[config.mk]
export PLATFORM = sky130hd
export DESIGN_NAME = irq_ctrl_top
export DESIGN_NICKNAME = d
export VERILOG_FILES = /design/src/logic/irq_pkg.sv /design/src/logic/irq_csr_regs.sv /design/src/logic/irq_priority_arb.sv /design/src/logic/irq_ack_ctrl.sv /design/src/logic/wfi_sleep_fsm.sv /design/src/logic/sleep_delay_timer.sv /design/src/logic/irq_ctrl_top.sv
export SDC_FILE = /design/constraint.sdc
export NUM_CORES = 1
export LEC_CHECK = 0
export BUFFER_PORTS_ARGS = -buffer_cell sky130_fd_sc_hd__buf_2
export CAP_MARGIN = 20
export CORE_UTILIZATION = 43
export DETAILED_ROUTE_END_ITERATION = 6
export GPL_ROUTABILITY_DRIVEN = 0
export GPL_TIMING_DRIVEN = 0
export PLACE_DENSITY = 0.84
export SKIP_CTS_REPAIR_TIMING = 1
export SLEW_MARGIN = 20
export SYNTH_ARGS = -nofsm -noshare
export SYNTH_HDL_FRONTEND = slang
export SYNTH_HIERARCHICAL = 1
export SYNTH_SLANG_ARGS = --single-unit
[constraint.sdc]
create_clock -name clk_i -period 2.4 [get_ports clk_i]
set_clock_uncertainty 0.1 [all_clocks]
set_input_delay 0.6 -clock clk_i [delete_from_list [all_inputs] [get_ports clk_i]]
set_output_delay 0.6 -clock clk_i [all_outputs]
set_load 0.03 [all_outputs]
[src/logic/irq_pkg.sv]
// Shared constants and types for the machine-mode interrupt controller
package irq_pkg;

  // ----------------------------------------------------------
  // Interrupt lines
  // ----------------------------------------------------------
  localparam int NUM_IRQ = 32;

  // Implemented lines: platform 31..16, MEI 11, MTI 7, MSI 3
  localparam logic [NUM_IRQ-1:0] VALID_IRQ_MASK_DEFAULT = 32'hffff_0888;

  // ----------------------------------------------------------
  // APB register map
  // ----------------------------------------------------------
  localparam int APB_AW = 8;

  // Byte offsets of the three CSRs
  localparam logic [APB_AW-1:0] ADDR_MIE     = 8'h00;
  localparam logic [APB_AW-1:0] ADDR_MSTATUS = 8'h04;
  localparam logic [APB_AW-1:0] ADDR_MIP     = 8'h08;

  // Global enable position inside MSTATUS
  localparam int MSTATUS_MIE_BIT = 3;

  // ----------------------------------------------------------
  // Interrupt word, seen raw or by field
  // ----------------------------------------------------------
  typedef struct packed {
    logic [15:0] platform;  // Lines 31 down to 16
    logic [3:0]  rsv_hi;
    logic        mei;       // Machine external, line 11
    logic [2:0]  rsv_mid;
    logic        mti;       // Machine timer, line 7
    logic [2:0]  rsv_lo;
    logic        msi;       // Machine software, line 3
    logic [2:0]  rsv_0;
  } irq_fields_t;

  typedef union packed {
    logic [NUM_IRQ-1:0] raw;
    irq_fields_t        fields;
  } irq_vec_u;

  typedef logic [$clog2(NUM_IRQ)-1:0] irq_id_t;

  // Core status, already qualified by the core
  typedef struct packed {
    logic wfi;        // WFI retired this cycle
    logic pipe_idle;  // No fetch, load or store outstanding
  } core_status_t;

  // Acknowledge towards the core
  typedef struct packed {
    logic    ack;
    irq_id_t id;
  } irq_ack_t;

  typedef enum logic [1:0] {
    WFI_RUN   = 2'd0,
    WFI_WAIT  = 2'd1,
    WFI_SLEEP = 2'd2
  } wfi_state_e;

endpackage

[src/logic/irq_csr_regs.sv]
// APB register block holding MIE, MSTATUS.MIE and the registered pending word
`timescale 1ns/100ps

module irq_csr_regs #(
  parameter logic [irq_pkg::NUM_IRQ-1:0] VALID_IRQ_MASK = irq_pkg::VALID_IRQ_MASK_DEFAULT
) (
  input  logic                        clk_i,
  input  logic                        rst_ni,
  // APB slave, zero wait states
  input  logic [irq_pkg::APB_AW-1:0]  paddr_i,
  input  logic                        psel_i,
  input  logic                        penable_i,
  input  logic                        pwrite_i,
  input  logic [irq_pkg::NUM_IRQ-1:0] pwdata_i,
  output logic [irq_pkg::NUM_IRQ-1:0] prdata_o,
  output logic                        pslverr_o,
  // Interrupt lines and hardware clear
  input  logic [irq_pkg::NUM_IRQ-1:0] irq_i,
  input  logic                        hw_clear_mie_i,
  // Register state
  output irq_pkg::irq_vec_u           mip_o,
  output irq_pkg::irq_vec_u           mie_o,
  output logic                        mstatus_mie_o,
  output logic                        irq_pending_enabled_o
);

  import irq_pkg::*;

  irq_vec_u mip_q;
  irq_vec_u mie_q;
  logic     mstatus_mie_q;
  logic     apb_access;
  logic     addr_hit;
  logic     wr_mie;
  logic     wr_mstatus;

  // ----------------------------------------------------------
  // Access decode
  // ----------------------------------------------------------
  // Access phase only
  assign apb_access = psel_i & penable_i;

  assign wr_mie     = apb_access & pwrite_i & (paddr_i == ADDR_MIE);
  assign wr_mstatus = apb_access & pwrite_i & (paddr_i == ADDR_MSTATUS);

  // Read mux, also flags the mapped offsets
  always_comb begin
    prdata_o = '0;
    addr_hit = 1'b1;
    case (paddr_i)
      ADDR_MIE:     prdata_o = mie_q.raw;
      ADDR_MSTATUS: prdata_o[MSTATUS_MIE_BIT] = mstatus_mie_q;
      ADDR_MIP:     prdata_o = mip_q.raw;
      default:      addr_hit = 1'b0;
    endcase
  end

  // Unmapped offset or write to read-only MIP
  assign pslverr_o = apb_access & (~addr_hit | (pwrite_i & (paddr_i == ADDR_MIP)));

  // ----------------------------------------------------------
  // Registers
  // ----------------------------------------------------------
  always_ff @(posedge clk_i or negedge rst_ni) begin
    if (!rst_ni) begin
      mip_q         <= '0;
      mie_q         <= '0;
      mstatus_mie_q <= 1'b0;
    end else begin
      // Pending follows the lines one cycle late, reserved bits dropped
      mip_q.raw <= irq_i & VALID_IRQ_MASK;
      if (wr_mie) begin
        mie_q.raw <= pwdata_i & VALID_IRQ_MASK;
      end
      // Taking an interrupt beats a software write in the same cycle
      if (hw_clear_mie_i) begin
        mstatus_mie_q <= 1'b0;
      end else if (wr_mstatus) begin
        mstatus_mie_q <= pwdata_i[MSTATUS_MIE_BIT];
      end
    end
  end

  assign mip_o         = mip_q;
  assign mie_o         = mie_q;
  assign mstatus_mie_o = mstatus_mie_q;

  // Wake source for the WFI FSM, ignores the global enable
  assign irq_pending_enabled_o = |(mip_q.raw & mie_q.raw);

  // ----------------------------------------------------------
  // Assertions
  // ----------------------------------------------------------
  // Reserved lines never show up as pending
  a_mip_not_reserved: assert property (
    @(posedge clk_i) disable iff (!rst_ni)
    (mip_q.raw & ~VALID_IRQ_MASK) == '0
  );

endmodule

[src/logic/irq_priority_arb.sv]
// Fixed-priority arbiter picking the winning pending and enabled interrupt
`timescale 1ns/100ps

module irq_priority_arb (
  input  irq_pkg::irq_vec_u mip_i,
  input  irq_pkg::irq_vec_u mie_i,
  output logic              win_valid_o,
  output irq_pkg::irq_id_t  win_id_o
);

  import irq_pkg::*;

  // Line numbers of the standard machine interrupts
  localparam irq_id_t ID_PLATFORM_BASE = 5'd16;
  localparam irq_id_t ID_MEI           = 5'd11;
  localparam irq_id_t ID_MSI           = 5'd3;
  localparam irq_id_t ID_MTI           = 5'd7;

  irq_vec_u active;

  // Candidates must be both pending and enabled
  assign active.raw = mip_i.raw & mie_i.raw;

  // ----------------------------------------------------------
  // Priority scan
  // ----------------------------------------------------------
  // Order: platform 31..16, then MEI, then MSI, then MTI
  always_comb begin
    win_valid_o = 1'b1;
    win_id_o    = '0;
    if (|active.fields.platform) begin
      // Ascending scan, so the highest set line is kept last
      for (int i = 0; i < 16; i++) begin
        if (active.fields.platform[i]) begin
          win_id_o = ID_PLATFORM_BASE + irq_id_t'(i);
        end
      end
    end else if (active.fields.mei) begin
      win_id_o = ID_MEI;
    end else if (active.fields.msi) begin
      win_id_o = ID_MSI;
    end else if (active.fields.mti) begin
      win_id_o = ID_MTI;
    end else begin
      // Nothing to take
      win_valid_o = 1'b0;
    end

    // Winner must be pending and enabled in the input words
    if (win_valid_o) begin
      a_win_is_active: assert (mip_i.raw[win_id_o] && mie_i.raw[win_id_o]);
    end
  end

endmodule

[src/logic/irq_ack_ctrl.sv]
// Acknowledge generator issuing a one-cycle acknowledge with the winning ID
`timescale 1ns/100ps

module irq_ack_ctrl (
  input  logic              clk_i,
  input  logic              rst_ni,
  input  logic              irq_take_i,
  input  logic              win_valid_i,
  input  irq_pkg::irq_id_t  win_id_i,
  input  logic              mstatus_mie_i,
  output irq_pkg::irq_ack_t irq_ack_o,
  output logic              hw_clear_mie_o
);

  import irq_pkg::*;

  irq_ack_t ack_q;
  logic     take;

  // Core at a boundary, something to take, globally enabled
  assign take = irq_take_i & win_valid_i & mstatus_mie_i;

  // Same edge that registers the acknowledge drops MSTATUS.MIE
  assign hw_clear_mie_o = take;

  always_ff @(posedge clk_i or negedge rst_ni) begin
    if (!rst_ni) begin
      ack_q <= '0;
    end else begin
      ack_q.ack <= take;
      if (take) begin
        ack_q.id <= win_id_i;
      end
    end
  end

  assign irq_ack_o = ack_q;

  // Relies on the clear reaching the register block in time
  a_ack_pulse: assert property (
    @(posedge clk_i) disable iff (!rst_ni)
    ack_q.ack |=> !ack_q.ack
  );

endmodule

[src/logic/wfi_sleep_fsm.sv]
// WFI state machine moving between run, wait-for-idle and sleep
`timescale 1ns/100ps

module wfi_sleep_fsm (
  input  logic                  clk_i,
  input  logic                  rst_ni,
  input  irq_pkg::core_status_t core_status_i,
  input  logic                  irq_pending_enabled_i,
  input  logic                  delay_done_i,
  output logic                  count_en_o,
  output logic                  core_sleep_o
);

  import irq_pkg::*;

  wfi_state_e state_q;
  wfi_state_e state_d;

  // ----------------------------------------------------------
  // Next state
  // ----------------------------------------------------------
  always_comb begin
    state_d = state_q;
    case (state_q)
      WFI_RUN: begin
        // Retired WFI starts the wait for an idle pipeline
        if (core_status_i.wfi) begin
          state_d = WFI_WAIT;
        end
      end
      WFI_WAIT: begin
        // Wake has priority over the sleep delay
        if (irq_pending_enabled_i) begin
          state_d = WFI_RUN;
        end else if (delay_done_i) begin
          state_d = WFI_SLEEP;
        end
      end
      WFI_SLEEP: begin
        // Any pending and enabled line wakes, global enable ignored
        if (irq_pending_enabled_i) begin
          state_d = WFI_RUN;
        end
      end
      default: state_d = WFI_RUN;
    endcase
  end

  always_ff @(posedge clk_i or negedge rst_ni) begin
    if (!rst_ni) begin
      state_q <= WFI_RUN;
    end else begin
      state_q <= state_d;
    end
  end

  // ----------------------------------------------------------
  // Outputs
  // ----------------------------------------------------------
  // Timer restarts whenever the pipeline is busy
  assign count_en_o = (state_q == WFI_WAIT) & core_status_i.pipe_idle;

  // Decoded from the state register, rises and falls on an edge
  assign core_sleep_o = (state_q == WFI_SLEEP);

  // Sleep is never entered straight from run
  a_no_sleep_from_run: assert property (
    @(posedge clk_i) disable iff (!rst_ni)
    (state_q == WFI_RUN) |=> !core_sleep_o
  );

endmodule

[src/logic/sleep_delay_timer.sv]
// Idle-cycle counter that flags when the sleep latency has elapsed
`timescale 1ns/100ps

module sleep_delay_timer #(
  parameter int SLEEP_LATENCY = 2
) (
  input  logic clk_i,
  input  logic rst_ni,
  input  logic count_en_i,
  output logic done_o
);

  // At least one bit even for a zero latency
  localparam int CW = (SLEEP_LATENCY < 1) ? 1 : $clog2(SLEEP_LATENCY + 1);
  localparam logic [CW-1:0] CNT_MAX = CW'(SLEEP_LATENCY);

  logic [CW-1:0] cnt_q;

  always_ff @(posedge clk_i or negedge rst_ni) begin
    if (!rst_ni) begin
      cnt_q <= '0;
    end else if (!count_en_i) begin
      // Busy pipeline or left the wait state
      cnt_q <= '0;
    end else if (cnt_q != CNT_MAX) begin
      // Saturates at the latency
      cnt_q <= cnt_q + 1'b1;
    end
  end

  // Only meaningful while still counting
  assign done_o = count_en_i & (cnt_q == CNT_MAX);

endmodule

[src/logic/irq_ctrl_top.sv]
// Machine-mode interrupt controller with WFI sleep control
`timescale 1ns/100ps

module irq_ctrl_top #(
  parameter logic [irq_pkg::NUM_IRQ-1:0] VALID_IRQ_MASK = irq_pkg::VALID_IRQ_MASK_DEFAULT,
  parameter int                          SLEEP_LATENCY  = 2
) (
  input  logic                        clk_i,
  input  logic                        rst_ni,
  // APB slave
  input  logic [irq_pkg::APB_AW-1:0]  paddr_i,
  input  logic                        psel_i,
  input  logic                        penable_i,
  input  logic                        pwrite_i,
  input  logic [irq_pkg::NUM_IRQ-1:0] pwdata_i,
  output logic [irq_pkg::NUM_IRQ-1:0] prdata_o,
  output logic                        pready_o,
  output logic                        pslverr_o,
  // Interrupts and core handshake
  input  logic [irq_pkg::NUM_IRQ-1:0] irq_i,
  input  logic                        irq_take_i,
  input  irq_pkg::core_status_t       core_status_i,
  output irq_pkg::irq_ack_t           irq_ack_o,
  output logic                        core_sleep_o
);

  import irq_pkg::*;

  irq_vec_u mip;
  irq_vec_u mie;
  logic     mstatus_mie;
  logic     irq_pending_enabled;
  logic     win_valid;
  irq_id_t  win_id;
  logic     hw_clear_mie;
  logic     count_en;
  logic     delay_done;

  // No wait states
  assign pready_o = 1'b1;

  // ----------------------------------------------------------
  // Registers and arbitration
  // ----------------------------------------------------------
  irq_csr_regs #(
    .VALID_IRQ_MASK(VALID_IRQ_MASK)
  ) i_irq_csr_regs (
    .clk_i, .rst_ni, .paddr_i, .psel_i, .penable_i, .pwrite_i, .pwdata_i,
    .prdata_o, .pslverr_o, .irq_i,
    .hw_clear_mie_i       (hw_clear_mie),
    .mip_o                (mip),
    .mie_o                (mie),
    .mstatus_mie_o        (mstatus_mie),
    .irq_pending_enabled_o(irq_pending_enabled)
  );

  irq_priority_arb i_irq_priority_arb (
    .mip_i(mip), .mie_i(mie), .win_valid_o(win_valid), .win_id_o(win_id)
  );

  irq_ack_ctrl i_irq_ack_ctrl (
    .clk_i, .rst_ni, .irq_take_i, .irq_ack_o,
    .win_valid_i   (win_valid),
    .win_id_i      (win_id),
    .mstatus_mie_i (mstatus_mie),
    .hw_clear_mie_o(hw_clear_mie)
  );

  // ----------------------------------------------------------
  // WFI sleep control
  // ----------------------------------------------------------
  wfi_sleep_fsm i_wfi_sleep_fsm (
    .clk_i, .rst_ni, .core_status_i, .core_sleep_o,
    .irq_pending_enabled_i(irq_pending_enabled),
    .delay_done_i         (delay_done),
    .count_en_o           (count_en)
  );

  sleep_delay_timer #(
    .SLEEP_LATENCY(SLEEP_LATENCY)
  ) i_sleep_delay_timer (
    .clk_i, .rst_ni, .count_en_i(count_en), .done_o(delay_done)
  );

endmodule

; After elaboration in Yosys (flattened, before gate mapping)
; Index checks and enable logic that the tools add are counted.
[totals]
ff_bits = 49
latch_bits = 0
ram_bits = 0
romBits = 0
input_bits = 80
out_inout_bits = 41
elab_cells = 74
mem_count = 0
[op_classes]
n_addsub = 1
mul = 0
div = 0
n_lt_le_gt_ge = 0
eq_ne = 10
shift = 0
n_mux = 36
bitwise = 13
reduce_logical = 7
[op_table]
columns = op, count
row1 = $mux 5, 19
row2 = $pmux 28 s2, 1
row3 = $and 32x32->32, 1
row4 = $reduce_or 32->1, 1
row5 = $reduce_or 16->1, 1
row6 = $mux 2, 6
row7 = $and 1x1->1, 10
row8 = $eq 8x3->1 const B, 1
row9 = $eq 8x4->1 const B, 1
row10 = $logic_not 8->1, 1
row11 = $mux 1, 7
row12 = $ne 2x2->1 const B, 3
row13 = $pmux 2 s3, 1
row14 = $eq 2x2->1 const B, 2
row15 = $mux 3, 1
row16 = $ne 3x3->1 const B, 1
row17 = $pmux 1 s3, 1
row18 = $reduce_and 3->1, 1
row19 = $reduce_or 3->1, 1
row20 = $add 2x1->2 const B, 1
row21 = $eq 2x1->1 const B, 1
row22 = $logic_not 2->1, 1
row23 = $ne 2x1->1 const B, 1
row24 = $reduce_bool 2->1, 1
row25 = 2 further kinds, 2

; Longest topological paths before layout
; Gate-level depths: netlist of the first run.
[depth]
ltp_word = 18
ltp_mapped = 7
ltp_nobuf = 7

; Cells and area by module
; Netlist of the first run, hierarchy kept.
[by_module_without_submodules]
columns = mod, n_inst, cells_each, area_each_um2, seq_area_each_um2
row1 = irq_csr_regs, 1, 152, 1981.9, 975.9
row2 = irq_priority_arb, 1, 47, 330.3, 0.0
row3 = irq_ack_ctrl, 1, 13, 246.5, 150.1
row4 = sleep_delay_timer, 1, 10, 110.1, 50.0
row5 = wfi_sleep_fsm, 1, 10, 105.1, 50.0
row6 = irq_ctrl_top, 1, 2, 11.3, 0.0

; Least setup slack after synthesis of the first run
; OpenSTA, ideal clock, no wires.
[synth_path]
kind = input-to-output
start = input port paddr_i[5] in the netlist's numbering
end = output port prdata_o[16] in the netlist's numbering
arrival_time_ns = 1.941
t_required_ns = 1.700
slack_ns = -0.241
stages = 5
path_buffers = 1
cell_sequence = nor4_4 nand2_4 nor3b_4 buf_6 a22o_1
[synth_between]
elab_chain_len = 2
word_cells_on_any_way = 3
cone_classes = eq/ne: 1 / mux: 1 / reduce/logical: 1
[synth_lines]
columns = element, line
row1 = start: declaration, irq_ctrl_top.sv:11  ; input logic [irq_pkg::APB_AW-1:0] paddr_i,
row2 = $eq 8x4->1 / $logic_not 8->1 (equally long branches), irq_csr_regs.sv:50  ; case (paddr_i)
row3 = $pmux 28 s2 (*), irq_csr_regs.sv:50
row4 = end: declaration, irq_ctrl_top.sv:16  ; output logic [irq_pkg::NUM_IRQ-1:0] prdata_o,
; Every way passes the cells marked *; elsewhere a longest branch is shown, timed or not.

; Worst setup path after layout of the first run
[layout_path]
start = input port paddr_i[5] in the netlist's numbering
end = output port prdata_o[28] in the netlist's numbering
; The elaborated chain is that of the path after synthesis.

==> out/metrics.csv, run 1 <==
stage,metric,value,unit
status,status,"complete, but fails checks",
status,failing checks,negative setup slack,
power,net switching power,0.000474,W
die,Top-Level Pins,121,
flow_run,MaxCap Viol Count,0,
setup_path,startpoint types,primary input,
global_route,vias in the first global route,2068,
global_route,GRT Util Overall,0.204,
detailed_routing,Starting DRT DRC Count,104,
clock_network,H-tree depth,2,
detailed_routing,remaining antenna violation count after routing,0,
yosys,Mapped Cells,208,
power,overall power,0.00180,W
power,sw frac,0.263,
clock_network,CTS clock-pin slew for the worst setup and hold paths,0.09,ns
sta,Final setup violation count,18,
setup_path,Critical Path RT,1.70,ns
die,core area,5640,um2
power,Internal,0.00132,W
sta,Final Cycle Share,1.16,
setup_path,"Slowest-stage cell, CP",nor3_4,
sta,Fmax,360,MHz
yosys,Ys Warns,6,
setup_path,Crit. End Element,primary output,
die,die footprint,6340,um2
detailed_routing,# DRC,0,
placed_design,DP HPWL,4640,um
setup_path,crit-path max FO,5,
setup_path,max incr delay on CP,0.30,ns
detailed_routing,routed length per placed instance,16.7,um
final_layout,FILL cells,436,
clock_network,worst skew pair latency,0.31,ns
die,initial core utilization,0.459,
clock_network,Root Buffer,clkbuf_8,
setup_path,crit-path cells,buf_6 > nor4_4 > buf_4 > nand2_4 > nor3_4 > buf_4 > buf_8 > a22o_4 > buf_6,
sta,fin. max-slew vios,0,
yosys,Post-Syn Area,2590,um2
final_layout,Area Growth Syn to Fin,40.5,%
clock_network,CTS tree,done,
sta,Fin Hold WS,0.186,ns
power,Leak,1.96,nW
yosys,mean post-synth cell area,12.5,um2
global_route,initial antenna violation count,0,
setup_path,WP data arrival,2.08,ns
power,PwrDens,494,nW/um2
sta,final hold violations,0,
detailed_routing,vias,2161,
die,Die W,79.6,um
die,die height,79.6,um
global_route,first-pass GRT wire length,9850,um
global_route,pin count of the biggest net entering global routing,50,
sta,Worst-Margin Slew,0.606,ns
sta,RSZ-0062 raised after global routing,true,
final_layout,layout cell share with drive strength beyond 1,0.562,
detailed_routing,DRT Pass-1 Iters,4,
clock_network,CTS max path bufs,2,
power,Comb power frac,0.157,
final_layout,fin nets,402,
power,Peak VDD IR,388,uV
detailed_routing,drt via density,5.48,
setup_path,Crit Path Class,in -> out,
final_layout,n_diodes,0,
sta,slew margin rel.,0.596,
min_path,Worst Hold Class,in -> async,
clock_network,CTS Buf Count,5,
power,clock share of power,0.328,
power,sequential share of power,0.515,
die,row count,27,
sta,min cycle time layout,2.78,ns
global_route,grt total ovfl,0,
clock_network,clock sink count,49,
sta,final setup margin,-0.378,ns
detailed_routing,final WL,6580,um
placed_design,# port buffers,79,
[critical path, delay by kind of cell]
family                 cells  cell delay, ns
AO/OA/AOI/OAI              1            0.13
buffers and inverters      5            0.72
AND/OR/NAND/NOR            3            0.62
[through the flow]
| stage | setup WS, ns | util | cell area [um2] | TNS, ns | instances |
|---|---|---|---|---|---|
| 2_1_floorplan | -0.160 | - | 2720 | -2.18 | 220 |
| 3_3_place_gp | -0.563 | 0.569 | 3210 | -8.87 | 371 |
| 6_report | -0.378 | 0.645 | 3640 | -5.85 | 394 |
| 4_1_cts | -0.611 | 0.589 | 3320 | -9.60 | 379 |
| 5_1_grt | -0.429 | 0.645 | 3640 | -6.78 | 394 |
| 3_5_place_dp | -0.607 | 0.569 | 3210 | -9.51 | 371 |
[power by group through the flow]
| stage | combinational, W | clock, W | sequential [W] |
|---|---|---|---|
| 2_1_floorplan | 0.000189 | 0 | 0.000926 |
| 3_3_place_gp | 0.000266 | 0 | 0.000936 |
| 3_5_place_dp | 0.000274 | 0 | 0.000940 |
| 4_1_cts | 0.000276 | 0.000600 | 0.000924 |
| 5_1_grt | 0.000313 | 0.000635 | 0.000934 |
| 6_report | 0.000282 | 0.000590 | 0.000927 |
[registers in the layout (all words and copies together) (netlist names)]
register and flops:
i_irq_csr_regs/mip_o 19, i_sleep_delay_timer/cnt_q 2, i_irq_csr_regs/mie_o 19, i_irq_ack_ctrl/irq_ack_o 6
i_irq_csr_regs/mstatus_mie_o 1, i_wfi_sleep_fsm/state_q 2
[metal layers]
layer | GRT usage | vias to the layer above | part of all wire | routed length, um
met4 | 0.0673 | 0 | 0.012 | 81
met5 | 0 | - | 0 | 0
met3 | 0.0400 | 11 | 0.077 | 508
li1 | - | 983 | - | -
met1 | 0.250 | 1059 | 0.40 | 2620
met2 | 0.358 | 108 | 0.51 | 3370
[path summary, 6_finish.rpt]
path	startpoint	end	slack, ns	cells after the start
worst max-delay path	paddr_i[5]	prdata_o[28]	-0.38	9
worst min-delay path	rst_ni	i_irq_csr_regs/mip_o[19]	0.19	1
worst max register to register	i_irq_csr_regs/mie_o[18]	i_irq_ack_ctrl/irq_ack_o[0]	0.45	6
worst min register to register	i_wfi_sleep_fsm/state_q[1]	i_wfi_sleep_fsm/state_q[0]	0.36	1
max in group asynchronous	rst_ni	i_irq_csr_regs/mie_o[26]	1.58	1
min in group clk_i	irq_i[16]	i_irq_csr_regs/mip_o[16]	0.29	1
[final cells by class]
class	count	area, um2	share of cell area
Multi-Input combinational cell	147	1380	0.380
Sequential cell	49	1230	0.337
Timing Repair Buffer	94	658	0.181
Buffer	18	146	0.0402
Tap cell	72	90.1	0.0248
Clock buffer	6	72.6	0.0199
Clock inverter	2	38.8	0.0107
Inverter	6	22.5	0.00619
[placed cells by master, fill, tap and decap left out, drive strengths merged, types with 3 or more instances in the layout]
master	n
nand2	19
buf	111
mux2	24
dfrtp	49
a22oi	17
a22o	19
nor2	6
conb	14
a31oi	4
and2	3
inv	6
clkbuf	7
nand3	4
o21ai	5
nand4	5
Note: power is estimated with default switching activity, not from simulation.
==> run 2, diff against run 1 <==
--- a/config.mk
+++ b/config.mk
@@ -7,11 +7,13 @@
 export LEC_CHECK = 0
 export BUFFER_PORTS_ARGS = -buffer_cell sky130_fd_sc_hd__buf_2
 export CAP_MARGIN = 20
-export CORE_UTILIZATION = 43
+export CELL_PAD_IN_SITES_DETAIL_PLACEMENT = 1
+export CELL_PAD_IN_SITES_GLOBAL_PLACEMENT = 1
+export CORE_UTILIZATION = 33
 export DETAILED_ROUTE_END_ITERATION = 6
 export GPL_ROUTABILITY_DRIVEN = 0
 export GPL_TIMING_DRIVEN = 0
-export PLACE_DENSITY = 0.84
+export PLACE_DENSITY = 0.85
 export SKIP_CTS_REPAIR_TIMING = 1
 export SLEW_MARGIN = 20
 export SYNTH_ARGS = -nofsm -noshare
==> run 2 against run 1 <==
The flow still finishes with violations (negative setup slack). Sequential cell count is the same. Setup slack gained 0.067 ns. Via count shrank 0.65%. Die area grew 29%. Register-to-register slack lost 0.03 ns. Largest power group unchanged. Worst hold slack gained 0.018 ns.
==> out/metrics.csv, run 2 (same netlist as run 1, synthesis figures left out) <==
stage,metric,value,unit,change
sta,slew margin rel.,0.601,,+0.00551
detailed_routing,drt via density,5.11,,-6.8%
sta,Worst-Margin Slew,0.598,ns,-0.00827 ns
detailed_routing,# DRC,0,,unchanged
setup_path,WP data arrival,2.01,ns,-0.07 ns
detailed_routing,vias,2147,,-0.65%
clock_network,CTS clock-pin slew for the worst setup and hold paths,0.09,ns,about the same
clock_network,worst skew pair latency,0.30,ns,about the same
detailed_routing,DRT Pass-1 Iters,4,,unchanged
final_layout,n_diodes,0,,unchanged
final_layout,fin nets,401,,-0.25%
setup_path,Crit path max-delay family,simple AND/OR/NAND/NOR gates,,
status,failing checks,negative setup slack,,
min_path,Worst Hold Class,in -> async,,
final_layout,FILL cells,815,,+87%
sta,fin. max-slew vios,0,,unchanged
detailed_routing,Starting DRT DRC Count,93,,-11%
placed_design,Inst Count DP,398,,+7.3%
status,status,"complete, but fails checks",,
setup_path,crit-path max FO,6,,+1
detailed_routing,remaining antenna violation count after routing,0,,unchanged
final_layout,Area Growth Syn to Fin,40.4,%,about the same
power,Peak VDD IR,194,uV,-50%
setup_path,crit-path cells,buf_6 > nor4_4 > nand2_4 > nor3_4 > buf_6 > buf_6 > buf_6 > a22o_4 > buf_6,,
sta,Fmax,369,MHz,+2.5%
die,Top-Level Pins,121,,unchanged
global_route,vias in the first global route,2232,,+7.9%
sta,RSZ-0062 raised after global routing,true,,
power,Leak,1.93,nW,-1.5%
final_layout,Non-Filler Instances,420,,+6.6%
die,row count,31,,+15%
sta,final hold violations,0,,unchanged
setup_path,WP buf/inv,5,,unchanged
setup_path,Crit Path Class,in -> out,,
clock_network,H-tree depth,2,,unchanged
clock_network,Root Buffer,clkbuf_8,,
setup_path,"most used cell, CP",buf_6,,
flow_run,MaxCap Viol Count,0,,unchanged
clock_network,clock sink count,49,,unchanged
sta,Final setup violation count,18,,unchanged
detailed_routing,routed length per placed instance,17.4,um,+4.4%
final_layout,"commonest non-fill, non-tap cell in the layout",buf_2,,
global_route,pin count of the biggest net entering global routing,50,,unchanged
clock_network,CTS Buf Count,5,,unchanged
global_route,GRT Util Overall,0.172,,-0.0326
sta,setup_tns,-4.88,ns,+0.971 ns
sta,min cycle time layout,2.71,ns,-0.0675 ns
global_route,grt total ovfl,0,,unchanged
global_route,initial antenna violation count,0,,unchanged
clock_network,CTS max path bufs,2,,unchanged
die,die footprint,8210,um2,+29%
final_layout,most frequent cells in the layout,"buf_2 (58), dfrtp_1 (49), buf_6 (31), buf_4 (20), nand2_1 (18)",,
setup_path,startpoint types,primary input,,
placed_design,# port buffers,79,,unchanged
setup_path,internal reg-to-reg setup slack,0.42,ns,-0.03 ns
final_layout,layout cell share with drive strength beyond 1,0.564,,+0.00175
die,initial core utilization,0.350,,-0.109
die,Die W,90.6,um,+14%
sta,Fin Hold WS,0.203,ns,+0.0177 ns
clock_network,CTS tree,done,,
placed_design,DP HPWL,5330,um,+15%
setup_path,Critical Path RT,1.70,ns,about the same
sta,Final Cycle Share,1.13,,-0.0281
final_layout,Reg area,1230,um2,unchanged
die,core area,7410,um2,+31%
die,die height,90.6,um,+14%
setup_path,max incr delay on CP,0.37,ns,+0.07 ns
setup_path,"Slowest-stage cell, CP",nor4_4,,
sta,final setup margin,-0.311,ns,+0.0675 ns
setup_path,Crit. End Element,primary output,,
final_layout,Multi-input gate area,1370,um2,-1.1%
power,PwrDens,465,nW/um2,-5.8%
global_route,first-pass GRT wire length,11200,um,+13%
detailed_routing,final WL,7330,um,+11%
-- run 2: cell types whose count changed in the layout (fill, tap and decap cells not counted), sizes merged --
cell,delta
clkinv,+1
bufinv,-1
clkbuf,-1
buf,-1
clkinvlp,+1
-- run 2: routing by layer --
layer,GRT usage,part of all wire,vias up
met3,0.0337,0.053,16
met2,0.307,0.54,88
met5,0,0,-
met4,0.0484,0.018,0
li1,-,-,974
met1,0.208,0.39,1069
-- run 2: worst paths after layout --
check / depth (start not counted) / endpoint / from
min in group clk_i: 1 / i_irq_csr_regs/mip_o[29] / irq_i[29]
max in group asynchronous: 1 / i_irq_csr_regs/mie_o[3] / rst_ni
max reg2reg: 6 / i_irq_ack_ctrl/irq_ack_o[3] / i_irq_csr_regs/mie_o[18]
max: 9 / prdata_o[19] / paddr_i[5]
min: 1 / i_irq_csr_regs/mip_o[17] / rst_ni
min reg2reg: 1 / i_wfi_sleep_fsm/state_q[0] / i_wfi_sleep_fsm/state_q[1]
-- run 2: power breakdown --
part	total, W	switching [W]	internal (W)
Clock	0.000471	0.000270	0.000201
Sequential	0.000928	0.0000559	0.000872
Combinational	0.000293	0.000151	0.000141
-- run 2: worst register-to-register path: cells and delay by family, from the launching register on --
family           cells  cell delay, ns
multiplexers         1            0.31
AND/OR/NAND/NOR      4            0.68
AO/OA/AOI/OAI        1            0.32
flip-flops           1            0.46
-- run 2: area by class of cell --
class	instances	share of cell area
multi-input cells	147	0.376
flip-flops and latches	49	0.337
repair buffers	93	0.182
plain buffers	18	0.0403
well taps	99	0.0341
clock buffers	5	0.0189
inverters	6	0.00619
clock inverters	3	0.00482
-- run 2: through the flow --
stage          utilization  instance area, um2  power, W  setup WS, ns
6_report             0.491                3640   0.00169        -0.311
5_1_grt              0.491                3640   0.00179        -0.399
4_1_cts              0.449                3330   0.00170        -0.657
3_5_place_dp         0.438                3240   0.00123        -0.652
3_3_place_gp         0.438                3240   0.00120        -0.613
2_1_floorplan            -                2720   0.00111        -0.160
